--- config.mk ---
export PLATFORM = sky130hd
export DESIGN_NAME = mac_top
export DESIGN_NICKNAME = d
export VERILOG_FILES = /design/src/design/mac_pkg.sv /design/src/design/accum_adder.sv /design/src/design/csa_tree.sv /design/src/design/mac_ctrl.sv /design/src/design/mac_top.sv /design/src/design/pp_gen.sv
export SDC_FILE = /design/constraint.sdc
export NUM_CORES = 1
export LEC_CHECK = 0
export BUFFER_PORTS_ARGS = -buffer_cell sky130_fd_sc_hd__buf_2
export CAP_MARGIN = 25
export CORE_MARGIN = 2
export CORE_UTILIZATION = 50
export CTS_BUF_LIST = sky130_fd_sc_hd__clkbuf_4 sky130_fd_sc_hd__clkbuf_8
export CTS_CLUSTER_DIAMETER = 80
export DETAILED_ROUTE_END_ITERATION = 6
export PLACE_DENSITY = 0.81
export SLEW_MARGIN = 25
export SYNTH_ARGS = -nofsm -noshare
export SYNTH_HDL_FRONTEND = slang
export SYNTH_SLANG_ARGS = --single-unit
--- constraint.sdc ---
create_clock -name clk -period 6 [get_ports clk]
set_clock_uncertainty 0.2 [all_clocks]
set_input_delay 0.6 -clock clk [delete_from_list [all_inputs] [get_ports clk]]
set_output_delay 0.6 -clock clk [all_outputs]
set_load 0.03 [all_outputs]
--- src/design/mac_pkg.sv ---
// widths, row counts, vector typedefs, control state enum and stage-1 struct

package mac_pkg;

	// ----------------------------------------
	// sizes
	// ----------------------------------------

	// unsigned sample width
	localparam int OP_W = 8;
	// accumulator and tree row width
	localparam int ACC_W = 24;
	// sample counter, wraps at 256
	localparam int CNT_W = 8;
	// one row per multiplier bit
	localparam int PP_ROWS = OP_W;
	// partial products plus the accumulator feedback row
	localparam int TREE_ROWS = PP_ROWS + 1;

	// ----------------------------------------
	// vector types
	// ----------------------------------------

	typedef logic [OP_W-1:0] op_t;
	typedef logic [ACC_W-1:0] acc_t;
	typedef logic [CNT_W-1:0] cnt_t;

	// row i = a & b[i], shifted left by i
	typedef acc_t [PP_ROWS-1:0] pp_rows_t;

	// sample held in stage 1
	typedef struct packed {
		logic valid;
		logic first;
		logic last;
	} stage_t;

	// burst tracking
	typedef enum logic {
		ST_IDLE,
		ST_BURST
	} ctrl_state_t;

endpackage

--- src/design/accum_adder.sv ---
// carry-propagate adder, accumulator register, feedback masking, tree check

`timescale 1ns/10ps

module accum_adder import mac_pkg::*;
(
	input logic clk,
	input logic rst,
	input stage_t stage,
	input acc_t sum,
	input acc_t carry,
	input pp_rows_t rows,
	output acc_t fb_row,
	output acc_t result
);

	acc_t acc;
	acc_t total;

	// sum of the partial-product rows, wraps at ACC_W
	function automatic acc_t row_total(input pp_rows_t r);
		acc_t t;
		t = '0;
		for (int i = 0; i < PP_ROWS; i++)
			t = t + r[i];
		return t;
	endfunction

	// ----------------------------------------
	// feedback and final add
	// ----------------------------------------

	// first sample of a burst starts from zero
	assign fb_row = stage.first ? '0 : acc;

	// resolve the redundant pair, modulo 2^ACC_W
	assign total = sum + carry;

	always_ff @(posedge clk)
	begin
		if (rst)
			acc <= '0;
		else if (stage.valid)
			acc <= total;
	end

	assign result = acc;

	// tree output must match the plain sum of its inputs
	assert property (@(posedge clk) disable iff (rst)
		stage.valid |-> (total == acc_t'(fb_row + row_total(rows))));

endmodule

--- src/design/csa_tree.sv ---
// generic Wallace-tree compressor built from 3:2 carry-save layers

`timescale 1ns/10ps

module csa_tree import mac_pkg::*;
#(
	parameter int NUM_ROWS = TREE_ROWS,
	parameter int ROW_W = ACC_W
)
(
	input logic [NUM_ROWS-1:0][ROW_W-1:0] rows_in,
	output logic [ROW_W-1:0] sum,
	output logic [ROW_W-1:0] carry
);

	// ----------------------------------------
	// layer sizing at elaboration
	// ----------------------------------------

	// rows left after one 3:2 layer
	function automatic int rows_after(input int n);
		return (n / 3) * 2 + (n % 3);
	endfunction

	// rows entering layer l
	function automatic int rows_at(input int n, input int l);
		int r;
		r = n;
		for (int i = 0; i < l; i++)
			r = rows_after(r);
		return r;
	endfunction

	// layers needed to get down to two rows
	function automatic int layer_count(input int n);
		int r;
		int c;
		r = n;
		c = 0;
		while (r > 2)
		begin
			r = rows_after(r);
			c++;
		end
		return c;
	endfunction

	localparam int NLAYERS = layer_count(NUM_ROWS);

	// layer 0 is the input, layer NLAYERS holds the final pair
	logic [ROW_W-1:0] lyr [NLAYERS+1][NUM_ROWS];

	for (genvar r = 0; r < NUM_ROWS; r++)
	begin : g_in
		assign lyr[0][r] = rows_in[r];
	end

	// ----------------------------------------
	// carry-save layers
	// ----------------------------------------

	for (genvar l = 0; l < NLAYERS; l++)
	begin : g_layer
		localparam int N_IN = rows_at(NUM_ROWS, l);
		localparam int GRP = N_IN / 3;
		localparam int REM = N_IN % 3;
		localparam int N_OUT = GRP * 2 + REM;

		// each group of three becomes a sum row and a shifted carry row
		for (genvar g = 0; g < GRP; g++)
		begin : g_csa
			logic [ROW_W-1:0] x, y, z;
			assign x = lyr[l][3*g];
			assign y = lyr[l][3*g+1];
			assign z = lyr[l][3*g+2];
			assign lyr[l+1][2*g] = x ^ y ^ z;
			// majority moves up one bit, top carry drops out
			assign lyr[l+1][2*g+1] = ((x & y) | (y & z) | (z & x)) << 1;
		end

		// one or two leftovers go straight down
		for (genvar r = 0; r < REM; r++)
		begin : g_pass
			assign lyr[l+1][2*GRP+r] = lyr[l][3*GRP+r];
		end

		// unused slots of this layer
		for (genvar r = N_OUT; r < NUM_ROWS; r++)
		begin : g_unused
			assign lyr[l+1][r] = '0;
		end
	end

	// ----------------------------------------
	// final pair
	// ----------------------------------------

	if (NUM_ROWS == 1)
	begin : g_single
		// lone row is already the sum
		assign sum = lyr[0][0];
		assign carry = '0;
	end
	else
	begin : g_pair
		// two inputs skip the layers entirely
		assign sum = lyr[NLAYERS][0];
		assign carry = lyr[NLAYERS][1];
	end

endmodule

--- src/design/mac_ctrl.sv ---
// burst control FSM, stage-1 flag register, sample counter and output strobe

`timescale 1ns/10ps

module mac_ctrl import mac_pkg::*;
(
	input logic clk,
	input logic rst,
	input logic in_valid,
	input logic in_last,
	output stage_t stage,
	output logic out_valid,
	output cnt_t count
);

	ctrl_state_t state;
	cnt_t cnt_q;
	cnt_t cnt_next;

	// ----------------------------------------
	// burst state
	// ----------------------------------------

	always_ff @(posedge clk)
	begin
		if (rst)
			state <= ST_IDLE;
		else if (in_valid)
			// a last sample closes the burst and anything else keeps it open
			state <= in_last ? ST_IDLE : ST_BURST;
	end

	// ----------------------------------------
	// stage 1 flags loaded at E0
	// ----------------------------------------

	always_ff @(posedge clk)
	begin
		if (rst)
			stage <= '0;
		else
		begin
			stage.valid <= in_valid;
			// idle means no burst open so this sample starts one
			stage.first <= in_valid && (state == ST_IDLE);
			stage.last <= in_valid && in_last;
		end
	end

	// ----------------------------------------
	// sample count and output strobe at E1
	// ----------------------------------------

	// restart at one for a new burst
	assign cnt_next = stage.first ? cnt_t'(1) : cnt_q + cnt_t'(1);

	always_ff @(posedge clk)
	begin
		if (rst)
		begin
			cnt_q <= '0;
			count <= '0;
			out_valid <= 1'b0;
		end
		else
		begin
			if (stage.valid)
				cnt_q <= cnt_next;
			// same edge the accumulator takes the final sum
			out_valid <= stage.valid && stage.last;
			if (stage.valid && stage.last)
				count <= cnt_next;
		end
	end

	// last flag only rides on a real sample
	assert property (@(posedge clk) disable iff (rst) in_last |-> in_valid);

endmodule

--- src/design/mac_top.sv ---
// top level of the multiply-accumulate engine, control plus datapath

`timescale 1ns/10ps

module mac_top import mac_pkg::*;
(
	input logic clk,
	input logic rst,
	input logic in_valid,
	input logic in_last,
	input op_t a,
	input op_t b,
	output logic out_valid,
	output acc_t result,
	output cnt_t count
);

	stage_t stage;
	pp_rows_t rows;
	acc_t fb_row;
	acc_t sum;
	acc_t carry;

	// feedback row sits at index 0 of the tree input
	logic [TREE_ROWS-1:0][ACC_W-1:0] tree_in;

	assign tree_in = {rows, fb_row};

	// ----------------------------------------
	// control
	// ----------------------------------------

	mac_ctrl u_ctrl (
		.clk(clk),
		.rst(rst),
		.in_valid(in_valid),
		.in_last(in_last),
		.stage(stage),
		.out_valid(out_valid),
		.count(count)
	);

	// ----------------------------------------
	// datapath
	// ----------------------------------------

	pp_gen u_pp (
		.clk(clk),
		.rst(rst),
		.in_valid(in_valid),
		.a(a),
		.b(b),
		.rows(rows)
	);

	csa_tree #(.NUM_ROWS(TREE_ROWS), .ROW_W(ACC_W)) u_tree (
		.rows_in(tree_in),
		.sum(sum),
		.carry(carry)
	);

	accum_adder u_acc (
		.clk(clk),
		.rst(rst),
		.stage(stage),
		.sum(sum),
		.carry(carry),
		.rows(rows),
		.fb_row(fb_row),
		.result(result)
	);

endmodule

--- src/design/pp_gen.sv ---
// operand register stage and generation of the shifted partial-product rows

`timescale 1ns/10ps

module pp_gen import mac_pkg::*;
(
	input logic clk,
	input logic rst,
	input logic in_valid,
	input op_t a,
	input op_t b,
	output pp_rows_t rows
);

	// held operands for stage 1
	op_t a_q;
	op_t b_q;

	// ----------------------------------------
	// operand registers, E0
	// ----------------------------------------

	always_ff @(posedge clk)
	begin
		if (rst)
		begin
			a_q <= '0;
			b_q <= '0;
		end
		else if (in_valid)
		begin
			a_q <= a;
			b_q <= b;
		end
		// otherwise hold the last pair
	end

	// ----------------------------------------
	// partial products
	// ----------------------------------------

	// multiplicand zero-extended to tree width
	acc_t a_ext;

	assign a_ext = acc_t'(a_q);

	// one row per multiplier bit, at its own weight
	always_comb
	begin
		for (int i = 0; i < PP_ROWS; i++)
		begin
			if (b_q[i])
				rows[i] = a_ext << i;
			else
				rows[i] = '0;
		end
	end

endmodule

Yosys cells after proc, flatten, opt, wreduce, memory -nomap -nowiden:

Index checks and enable logic that the tools add are counted.

* flip-flop bits (word level): 61
* bits in latches: 0
* bits in writable memories: 0
* memory bits (read-only): 0
* bits of input ports: 20
* output and inout bits: 33
* memories: 0

* add/subtract/negate cells: 2
* $mul: 0
* divide/modulo/power cells: 0
* $lt $le $gt $ge: 0
* equality and inequality tests: 0
* shifts and indexed selects: 0
* mux-type cells: 11
* bitwise operators: 50
* reduce and logical (&&, ||, !) cells: 3

Operators by type and width (count)
* $and A23 B23 Y23: 12
* $or A23 B23 Y23: 12
* $xor A24 B24 Y24: 8
* $add A24 B24 Y24: 1
* $mux W24: 1
* $xor A24 B8 Y24: 1
* $xor A24 B9 Y24: 1
* $and A23 B8 Y23: 1
* $and A9 B23 Y23: 1
* $or A23 B12 Y23: 1
* $or A23 B15 Y23: 1
* $mux W8: 2
* $and A14 B15 Y15: 1
* $and A15 B13 Y15: 1
* $mux W15: 1
* $xor A14 B15 Y15: 1
* $and A13 B14 Y14: 1
* $mux W14: 1
* $xor A13 B14 Y14: 1
* $mux W13: 1
* $and A11 B12 Y12: 1
* $and A12 B10 Y12: 1
* $mux W12: 1
* $xor A11 B12 Y12: 1
* other kinds (10): 12

Longest topological paths before layout:

Gate-level depths: netlist of the first run.

* depth after elaboration: 14
* depth in mapped cells: 19
* mapped depth without buffers: 17

Hierarchy:

A second synthesis of the first run with hierarchy kept.

* cells, all modules: 1046
* area, all modules: 9350.2 sq um

By module, submodules not included
* csa_tree: times used 1, cells an instance 397, area each 4157.7 sq um
* accum_adder: times used 1, cells an instance 295, area each 2275.9 sq um
* pp_gen: times used 1, cells an instance 245, area each 1946.9 sq um
* mac_ctrl: times used 1, cells an instance 109, area each 969.7 sq um

Least setup slack after synthesis of the first run:

Ideal clock, no wire load.

* path kind: reg-to-reg
* from: register, netlist name u_ctrl.stage[1]
* to: register u_acc.acc[16] (netlist: u_acc.result[16])
* setup time: 0.122 ns
* data arrival time: 4.511 ns
* data required time: 5.678 ns
* slack: 1.167 ns
* stages on the path, launching flop included: 16
* buffers on the path: 1
* path through: dfxtp_1 -> clkbuf_1 -> nor2b_1 -> fa_1 -> inv_1 -> fa_1 -> fa_1 -> fa_1 -> inv_1 -> ha_1 -> o21ai_0 -> a21oi_1 -> a221oi_2 -> or3b_1 -> mux2i_1 -> a311o_1

* longest elaborated chain between the ends: 14

RTL lines
* $mux W24 (*): line accum_adder.sv:34 `assign fb_row = stage.first ? '0 : acc;`
* $and A23 B8 Y23: line csa_tree.sv:78 `assign lyr[l+1][2*g+1] = ((x & y) | (y & z) | (z & x)) << 1;`
* $or A23 B23 Y23 (2 in a row): line csa_tree.sv:78
* $and A23 B23 Y23: line csa_tree.sv:78
* $or A23 B23 Y23 (2 in a row): line csa_tree.sv:78
* $and A23 B23 Y23: line csa_tree.sv:78
* $or A23 B23 Y23 (2 in a row): line csa_tree.sv:78
* $and A23 B23 Y23: line csa_tree.sv:78
* $or A23 B23 Y23 (2 in a row): line csa_tree.sv:78
* $add A24 B24 Y24 (*): line accum_adder.sv:37 `assign total = sum + carry;`
* to (signal assigned): line accum_adder.sv:44 `acc <= total;`
* to (decl): line accum_adder.sv:17 `acc_t acc;`

Every way passes the cells marked *; elsewhere a longest branch is shown, timed or not.
A chain may end at the register's enable or synchronous reset.

Worst setup path in the final report of the first run:

* from: register, netlist name u_ctrl.stage[1]
* to: register u_acc.acc[16] (netlist: u_acc.result[16])

* longest elaborated chain between the ends: 14

RTL lines (line)
* $mux W24 (*): accum_adder.sv:34
* $and A23 B8 Y23: csa_tree.sv:78
* $or A23 B23 Y23 (2 in a row): csa_tree.sv:78
* $and A23 B23 Y23: csa_tree.sv:78
* $or A23 B23 Y23 (2 in a row): csa_tree.sv:78
* $and A23 B23 Y23: csa_tree.sv:78
* $or A23 B23 Y23 (2 in a row): csa_tree.sv:78
* $and A23 B23 Y23: csa_tree.sv:78
* $or A23 B23 Y23 (2 in a row): csa_tree.sv:78
* $add A24 B24 Y24 (*): accum_adder.sv:37

Marks and branches as above.

==> metrics.txt, run 1 <==
status=complete, no violations; Crit Path Category=flip-flop to flip-flop; CTS Buf Count=9; Sw Share=30.6%; row cnt=36; Seq pwr share=between 40 and 50%; Comb power frac=15.4%; cts hold-fix bufs=0; die width=between 100 and 150 um; Yosys top cell by area=dfxtp_1; Worst Tran Pin Value=roughly 0.70 ns; CTS tree=done; leak pwr=between 2 and 3 nW; setup slack on the worst flop-to-flop path=about 0.77 ns; Post-DP Area=around 5400 um^2; all-layer global routing usage=between 20% and 30%; Critical Path End Type=flip-flop; total wire length=approximately 11000 um; # IOs=53; Netlist cell types=49; CTS root buffer=clkbuf_8; Synth Area in Compound Gates=a little under a tenth; Slew Limit Fails=0; Clk Latency, worst-skew pair=approximately 0.37 ns; number of routed nets with antenna violations=0; Yosys top cell area share=24.4%; Final Util=57.6%; Pint=roughly 0.00072 W; vias per inst=between 5 and 6; Die Y=104 um; Initial Util=51.4%; period utilisation layout=between 80 and 90%; minimum clock period=~5.2 ns; Fillers=843; ys async rst share=0%; Port Buffers=52; power per cell area=around 190 nW/um^2; setup ws final=between 0.7 and 0.8 ns; # DRC=0; Startpoint Class=flip-flop; Post-Synth Simple-Gate Area=between 20% and 30%; Synth area leaders=dfxtp_1 (24%), fa_1 (21%), ha_1 (8.8%), mux2i_1 (6.2%), and2_1 (6.1%); Congestion Overflow GR=0; top cells by count, synth=inv_1 (76), dfxtp_1 (61), nor2_1 (56), fa_1 (52), and2_1 (49); Max Clock Freq=191 MHz; max-cap violation count=0; power share of the clock group=42.4%; first-pass GRT wire length=roughly 19000 um; mapped cell area=5000 um^2; yosys warns=0; Post-CTS Setup Inserts=0; layout cell share with drive strength beyond 1=between 10 and 15%; most numerous cell in the Yosys netlist=inv_1; Worst Hold Class=primary input to flip-flop; Vias=~4000; Cells after Synth=roughly 560; RSZ-0062 raised after global routing=false; DR WL/cell=approximately 14 um; antenna violations before repair=0; CTS clk-pin slew, worst paths=approximately 0.09 ns; NetSw=0.000319 W; CTS Buffer Depth=2; main combinational cell family by area after synthesis=adder cells; CP Data Required Time=approximately 6.1 ns; Synth Area in XOR/XNOR=about 2.5%; number of flops mapped to enable cells by yosys=0; Placer Congestion=around 0.93; CP Max Fanout=18; CP Data Arrival Time=about 5.3 ns; proportion of synthesized area in mux cells=6.20%; Post-CTS Resized=0; fraction of the mapped netlist area in adder cells=29.6%; pre-CTS WS=~0.80 ns; core area=9730 um^2; # setup viols final=0; Total Nets Final=roughly 710; Final Hold Violating Endpoints=0; post-route cell area=approximately 5600 um^2; vias in the first global route=just over 4000; CTS HTree Levels=3; VDD IR-drop max=about 0.12 mV; antenna cells=0; Clock Sinks=61; synthesis-to-layout area growth=12.0%; die area=10800 um^2; DPL Wire Length=8200 um; prevailing post-synth register cell=dfxtp_1; Mapped Avg Cell Area=between 8 and 9 um^2; slew margin rel.=53.0%; largest net degree at the start of global routing=57; drt first pass iters=4; 1st-iter DRT viols=172; Synthesized Nets=between 600 and 700; Setup TNS=0 ns; flops & latches, synth=roughly 60; sequential share of the synthesized area=24.4%
-- power groups by stage --
stage                     Combinational, W  Clock, W  Sequential [W]
final                             0.000161  0.000442        0.000441
after global routing              0.000183  0.000466        0.000444
after CTS                         0.000161  0.000450        0.000440
after detailed placement          0.000159         0        0.000450
after global placement            0.000152         0        0.000449
after floorplan                   0.000118         0        0.000446
-- critical path, cell delays in order, from the launching register on --
cell	delay (ns)
dfxtp_1	0.78
nor2b_1	0.15
fa_1	0.56
inv_1	0.05
fa_1	0.51
fa_1	0.53
fa_1	0.54
inv_1	0.04
ha_1	0.36
o21ai_0	0.14
a21oi_1	0.25
a221oi_2	0.13
or3b_1	0.41
mux2i_1	0.14
a311o_1	0.32
-- registers in the layout, indices dropped and copies added (netlist names) --
name              count
u_acc.result         24
u_ctrl.cnt_q          8
u_ctrl.count          8
u_ctrl.out_valid      1
u_ctrl.stage          3
u_ctrl.state          1
u_pp.a_q              8
u_pp.b_q              8
-- kinds of logic after synthesis --
logic type / count (synthesis)
simple gates: 204
buf+inv: 98
fa+ha+maj: 87
compound gates: 67
flops: 61
mux: 31
xor+xnor: 14
-- per-layer routing --
metal	vias up	global-route usage, %	part of all wire [%]
li1	1907	-	-
met4	0	8.88	2.3
met1	1972	27.3	44
met5	-	0	0
met3	24	3.57	3.8
met2	101	35.9	50
-- final timing paths --
check	startpoint	depth (start not counted)	to
hold reg to reg	u_ctrl.state	1	u_ctrl.stage[1]
setup reg to reg	u_ctrl.stage[1]	14	u_acc.result[16]
hold / removal	in_last	2	u_ctrl.state
setup / recovery	u_ctrl.stage[1]	14	u_acc.result[16]
-- cells in the final DEF (no fill, tap or decap), types with 21 or more instances in the layout --
master / count
ha_1: 35
a21oi_1: 22
buf_2: 52
inv_1: 76
nor2_1: 56
dfxtp_1: 61
mux2i_1: 31
fa_1: 52
nand2_1: 39
and2_1: 49
nor2b_1: 21
-- final cells by class --
cell class	instances	area (um^2)	share of cell area [%]
Multi-Input combinational cell	403	3400	60.8
Sequential cell	61	1220	21.8
Timing Repair Buffer	55	295	5.27
Inverter	76	285	5.09
Tap cell	133	166	2.97
Clock buffer	9	124	2.21
Clock inverter	7	105	1.88
-- through the flow --
step | power [W] | hold slack (ns) | instances
2_1_floorplan | 0.000563 | 0.193 | 562
3_3_place_gp | 0.000601 | 0.208 | 727
3_5_place_dp | 0.000609 | 0.217 | 727
4_1_cts | 0.00105 | 0.216 | 743
5_1_grt | 0.00109 | 0.225 | 744
6_report | 0.00104 | 0.221 | 744
Note: power is estimated with default switching activity, not from simulation.
==> run 2: changes to the inputs <==
BUFFER_PORTS_ARGS = -buffer_cell sky130_fd_sc_hd__buf_4   (was -buffer_cell sky130_fd_sc_hd__buf_2)
REMOVE_ABC_BUFFERS = 1   (was unset)
SETUP_SLACK_MARGIN = 0.3   (was unset)
==> run 2 against run 1 <==
Against the previous run: combinational power increased by 2%; routed wire length increased by 2.3%; global-route usage increased by 0.40 points; first-iteration DRC count decreased by 20%; worst setup slack improved by 0.027 ns; sequential power about the same; die area unchanged; highest routed layer unchanged.
==> metrics.txt, run 2 (same netlist as run 1, synthesis figures left out) <==
status=complete, no violations; period utilisation layout=between 80 and 90%; cts hold-fix bufs=0; slew margin rel.=58.4%; CP Data Required Time=6.05 ns; CTS tree=done; Die Y=between 100 and 150 um; max reg flops=24; 1st-iter DRT viols=approximately 140; minimum clock period=~5.2 ns; total wire length=approximately 11000 um; all-layer global routing usage=approximately 22%; # DRC=0; CP Max Fanout=17; antenna violations before repair=0; Critical Path Most Common Cell=fa_1; Placer Congestion=roughly 0.86; CP Data Arrival Time=approximately 5.3 ns; Crit path buffers/inverters=3; Max Clock Freq=about 190 MHz; Post-CTS Resized=0; leak pwr=about 2.8 nW; Startpoint Class=flip-flop; CTS Buffer Depth=2; Vias=~3900; CP top delay family=adder cells; # IOs=53; most frequent cells in the layout=inv_1 (76), dfxtp_1 (61), nor2_1 (56), buf_4 (54), fa_1 (52); largest net degree at the start of global routing=57; Setup TNS=0 ns; row cnt=36; Post-Place Cells=about 730; drt first pass iters=5; antenna cells=0; CTS Buf Count=9; CTS root buffer=clkbuf_8; Sw Share=about 28%; CTS clk-pin slew, worst paths=roughly 0.07 ns; Critical Path End Type=flip-flop; Congestion Overflow GR=0; Initial Util=about half; NetSw=about 0.00029 W; die width=between 100 and 150 um; synthesis-to-layout area growth=14.1%; # setup viols final=0; Final Hold Violating Endpoints=0; critical path's slowest cell=dfxtp_1; Slew Limit Fails=0; die area=approximately 11000 um^2; max incr delay on CP=0.72 ns; max-cap violation count=0; Crit Path Category=flip-flop to flip-flop; Worst Tran Pin Value=0.624 ns; Post-CTS Setup Inserts=0; Fillers=~900; RSZ-0062 raised after global routing=false; DPL Wire Length=~8400 um; Worst Hold Class=flip-flop to flip-flop; DR WL/cell=14.9 um; number of routed nets with antenna violations=0; VDD IR-drop max=0.0941 mV; Clock Sinks=between 60 and 70; Port Buffers=52; most common cell after layout, fill and taps aside=inv_1; layout cell share with drive strength beyond 1=approximately an eighth; core area=9730 um^2; power share of the clock group=41.6%; critical-path cell list=nor2b_1, fa_1, inv_1, fa_1, fa_1, inv_1, ha_1, ha_1, inv_1, fa_1, nand2b_1, a21oi_1, a221oi_2, or3b_1, mux2i_1, a311o_1; Total Nets Final=just over 700; Finished Layout Cells=about 740; power per cell area=182 nW/um^2; Comb power frac=roughly 16%; first-pass GRT wire length=19100 um; Pint=between 0.0007 and 0.0008 W; Clk Latency, worst-skew pair=about 0.36 ns; CTS HTree Levels=3; vias in the first global route=about 4000; vias per inst=roughly 5.2; Seq pwr share=42.5%
## run 2: changes by cell type in the layout (fill, tap and decap cells not counted), sizes merged
| cell | previous run | this run |
|---|---|---|
| clkinv | 0 | 1 |
| inv | 80 | 76 |
| buf | 55 | 54 |
| clkinvlp | 1 | 0 |
| clkbuf | 9 | 12 |
## run 2: routing by layer
layer	vias to the layer above	GRT usage [%]	part of all wire, %
li1	1899	-	-
met1	1892	26.9	43
met2	78	38.0	52
met3	21	3.51	3.2
met4	0	8.69	2.2
met5	-	0	0
## run 2: power by group through the flow
stage                     logic, W  registers (W)  clock network, W
after floorplan           0.000102       0.000452                 0
after global placement    0.000159       0.000449                 0
after detailed placement  0.000164       0.000450                 0
after CTS                 0.000167       0.000441          0.000435
after global routing      0.000187       0.000443          0.000450
final                     0.000165       0.000441          0.000432
## run 2: area by class of cell
type	instances	area, um^2	area share (%)
clock buffer	12	159	2.78
clock inverter	3	68.8	1.21
inverter	76	285	5.00
multi-input combinational	403	3400	59.6
sequential	61	1220	21.4
tap	133	166	2.91
timing repair buffer	54	405	7.10
## run 2: final timing paths
kind,start,slack [ns],cells after the start,end
max,u_ctrl.stage[1],0.80,16,u_acc.result[16]
min,u_ctrl.state,0.23,1,u_ctrl.stage[1]
max reg2reg,u_ctrl.stage[1],0.80,16,u_acc.result[16]
min reg2reg,u_ctrl.state,0.23,1,u_ctrl.stage[1]
## run 2: stage by stage
step / util [%] / total power [W] / setup WS, ns / hold slack (ns) / instance area, um^2
after CTS: 58.7 / 0.00104 / 0.805 / 0.221 / 5710
after global routing: 58.7 / 0.00108 / 0.559 / 0.233 / 5710
final: 58.7 / 0.00104 / 0.797 / 0.226 / 5710
after global placement: 56.4 / 0.000608 / 0.987 / 0.203 / 5480
after floorplan: - / 0.000554 / 0.978 / 0.193 / 4910
after detailed placement: 56.4 / 0.000614 / 0.840 / 0.214 / 5480
==> run 3: changes to the inputs <==
ABC_AREA = 1   (was unset)
CORE_MARGIN = 10   (was 2)
PLACE_DENSITY = 0.8   (was 0.81)
==> run 3 against run 2 <==
Against the previous run: clock power is 11% lower; global-route usage decreased by 4.5 points; sequential cell count unchanged; critical endpoint is now u_acc.result[19]; power up 11%; first-iteration DRC count rose to 2.7 times the previous value; sequential power rose by 4%; worst hold slack improved by 0.0019 ns.
==> metrics.txt, run 3 <==
largest net degree at the start of global routing=47; Vias=about 4600; Clk Latency, worst-skew pair=0.36 ns; CTS tree=done; Final Hold Violating Endpoints=0; Placer Congestion=slightly below 0.9; Post-Place Cells=933; CTS clk-pin slew, worst paths=about 0.08 ns; all-layer global routing usage=17.2%; Post-CTS Resized=0; Critical Path End Type=flip-flop; row cnt=37; sequential share of the synthesized area=~23%; leak pwr=about 3.4 nW; prevailing post-synth register cell=dfxtp_1; CTS HTree Levels=3; setup slack on the worst flop-to-flop path=roughly 1.2 ns; setup ws final=around 1.2 ns; max-cap violation count=0; Worst Tran Pin Value=0.611 ns; synthesis-to-layout area growth=11.7%; Yosys top cell area share=22.8%; post-route cell area=about 6000 um^2; DR WL/cell=roughly 13 um; # DRC=0; # IOs=53; CP Data Arrival Time=4.85 ns; CTS root buffer=clkbuf_8; Post-DP Area=about 5800 um^2; Mapped Avg Cell Area=roughly 6.9 um^2; antenna violations before repair=0; Netlist cell types=31; power share of the clock group=between 30 and 40%; most frequent cells in the layout=inv_1 (196), nand2_1 (151), nor2_1 (87), dfxtp_1 (61), buf_4 (54); layout cell share with drive strength beyond 1=a little over a tenth; vias per inst=~4.9; most common cell after layout, fill and taps aside=inv_1; 1st-iter DRT viols=~370; top cells by count, synth=inv_1 (196), nand2_1 (151), nor2_1 (87), dfxtp_1 (61), fa_1 (52); Yosys top cell by area=dfxtp_1; DPL Wire Length=roughly 9000 um; NetSw=between 0.0004 and 0.0005 W; Post-CTS Setup Inserts=0; die width=roughly 120 um; Startpoint Class=flip-flop; Congestion Overflow GR=0; period utilisation layout=80.0%; CP Data Required Time=6.05 ns; flops & latches, synth=61; yosys warns=0; Die Y=roughly 120 um; total wire length=around 12000 um; CTS Buf Count=9; Max Clock Freq=roughly 210 MHz; die area=~15000 um^2; Seq pwr share=just under 40%; CP Max Fanout=14; Synth area leaders=dfxtp_1 (23%), fa_1 (19%), inv_1 (14%), nand2_1 (11%), ha_1 (8.2%); drt first pass iters=5; Pint=about 0.00074 W; Total Nets Final=just over 900; Worst Hold Class=primary input to flip-flop; final hold slack=between 0.2 and 0.25 ns; pre-CTS WS=between 1 and 1.5 ns; status=complete, no violations; Sw Share=roughly 36%; Setup TNS=0 ns; most numerous cell in the Yosys netlist=inv_1; core area=10400 um^2; power per cell area=just under 200 nW/um^2; Clock Sinks=a little over 60; Initial Util=about half; RSZ-0062 raised after global routing=false; Comb power frac=26.7%; Port Buffers=52; vias in the first global route=around 4800; Finished Layout Cells=around 950; minimum clock period=about 4.8 ns; CTS Buffer Depth=2; max reg flops=24; number of flops mapped to enable cells by yosys=0; Slew Limit Fails=0; Crit Path Category=flip-flop to flip-flop; # setup viols final=0; VDD IR-drop max=roughly 0.13 mV; number of routed nets with antenna violations=0; Cells after Synth=between 700 and 800; antenna cells=0; mapped cell area=5360 um^2; cts hold-fix bufs=0; slew margin rel.=59.2%; first-pass GRT wire length=21500 um; ys async rst share=0%
==> run 3: logic make-up (layout without fill, tap and decap cells) <==
| logic type | count (synthesis) | in the layout | synth area share [%] |
|---|---|---|---|
| DFF | 61 | 61 | 22.8 |
| buffers and inverters | 239 | 274 | 17.0 |
| AOI/OAI and AO/OA | 97 | 97 | 9.19 |
| xor gates and xnor gates | 6 | 6 | 0.980 |
| and+or+nand+nor | 288 | 288 | 22.5 |
| adders and majority gates | 87 | 87 | 27.6 |
==> run 3: layout make-up <==
class / count / area, um^2
clock inverters: 7 / 73.8
well taps: 136 / 170
fillers: 1014 / 4380
repair buffers: 54 / 405
flip-flops and latches: 61 / 1220
multi-input cells: 478 / 3230
inverters: 204 / 767
clock buffers: 9 / 124
==> run 3: worst max-delay path: stages, from the launching register on <==
cell	delay (ns)
dfxtp_1	0.72
buf_4	0.30
nor2_1	0.08
fa_1	0.53
inv_1	0.05
fa_1	0.50
fa_1	0.52
fa_1	0.54
inv_1	0.04
ha_1	0.35
nand3_1	0.12
nand3_1	0.13
nand2_1	0.06
nand2_1	0.13
nand3_1	0.09
nand2_1	0.12
nand3_1	0.08
nand2_1	0.07
nor2_1	0.05
==> run 3: path summary, 6_finish.rpt <==
path	from	end	depth (start not counted)
setup reg to reg	u_ctrl.stage[1]	u_acc.result[19]	18
hold / removal	in_last	u_ctrl.state	2
setup / recovery	u_ctrl.stage[1]	u_acc.result[19]	18
hold reg to reg	u_acc.result[0]	u_acc.result[0]	2
==> run 3: power by group through the flow <==
stage	registers [W]	clock network (W)	logic [W]
6_report	0.000459	0.000386	0.000307
5_1_grt	0.000463	0.000412	0.000357
4_1_cts	0.000459	0.000395	0.000310
3_5_place_dp	0.000468	0	0.000308
3_3_place_gp	0.000468	0	0.000301
2_1_floorplan	0.000480	0	0.000204
==> run 3: per-layer routing <==
| layer | part of all wire, % | routed length (um) | GRT usage, % | vias to the layer above |
|---|---|---|---|---|
| met3 | 6.0 | 720 | 4.38 | 25 |
| li1 | - | - | - | 2353 |
| met5 | 0 | 0 | 0 | - |
| met1 | 44 | 5320 | 21.1 | 2139 |
| met4 | 2.2 | 264 | 5.53 | 0 |
| met2 | 48 | 5800 | 29.1 | 129 |
==> run 3: per-stage QoR <==
step / util [%] / total power (W)
CTS: 57.8 / 0.00116
global placement: 55.9 / 0.000768
finish: 57.8 / 0.00115
floorplan: - / 0.000683
global route: 57.8 / 0.00123
detailed placement: 55.9 / 0.000776
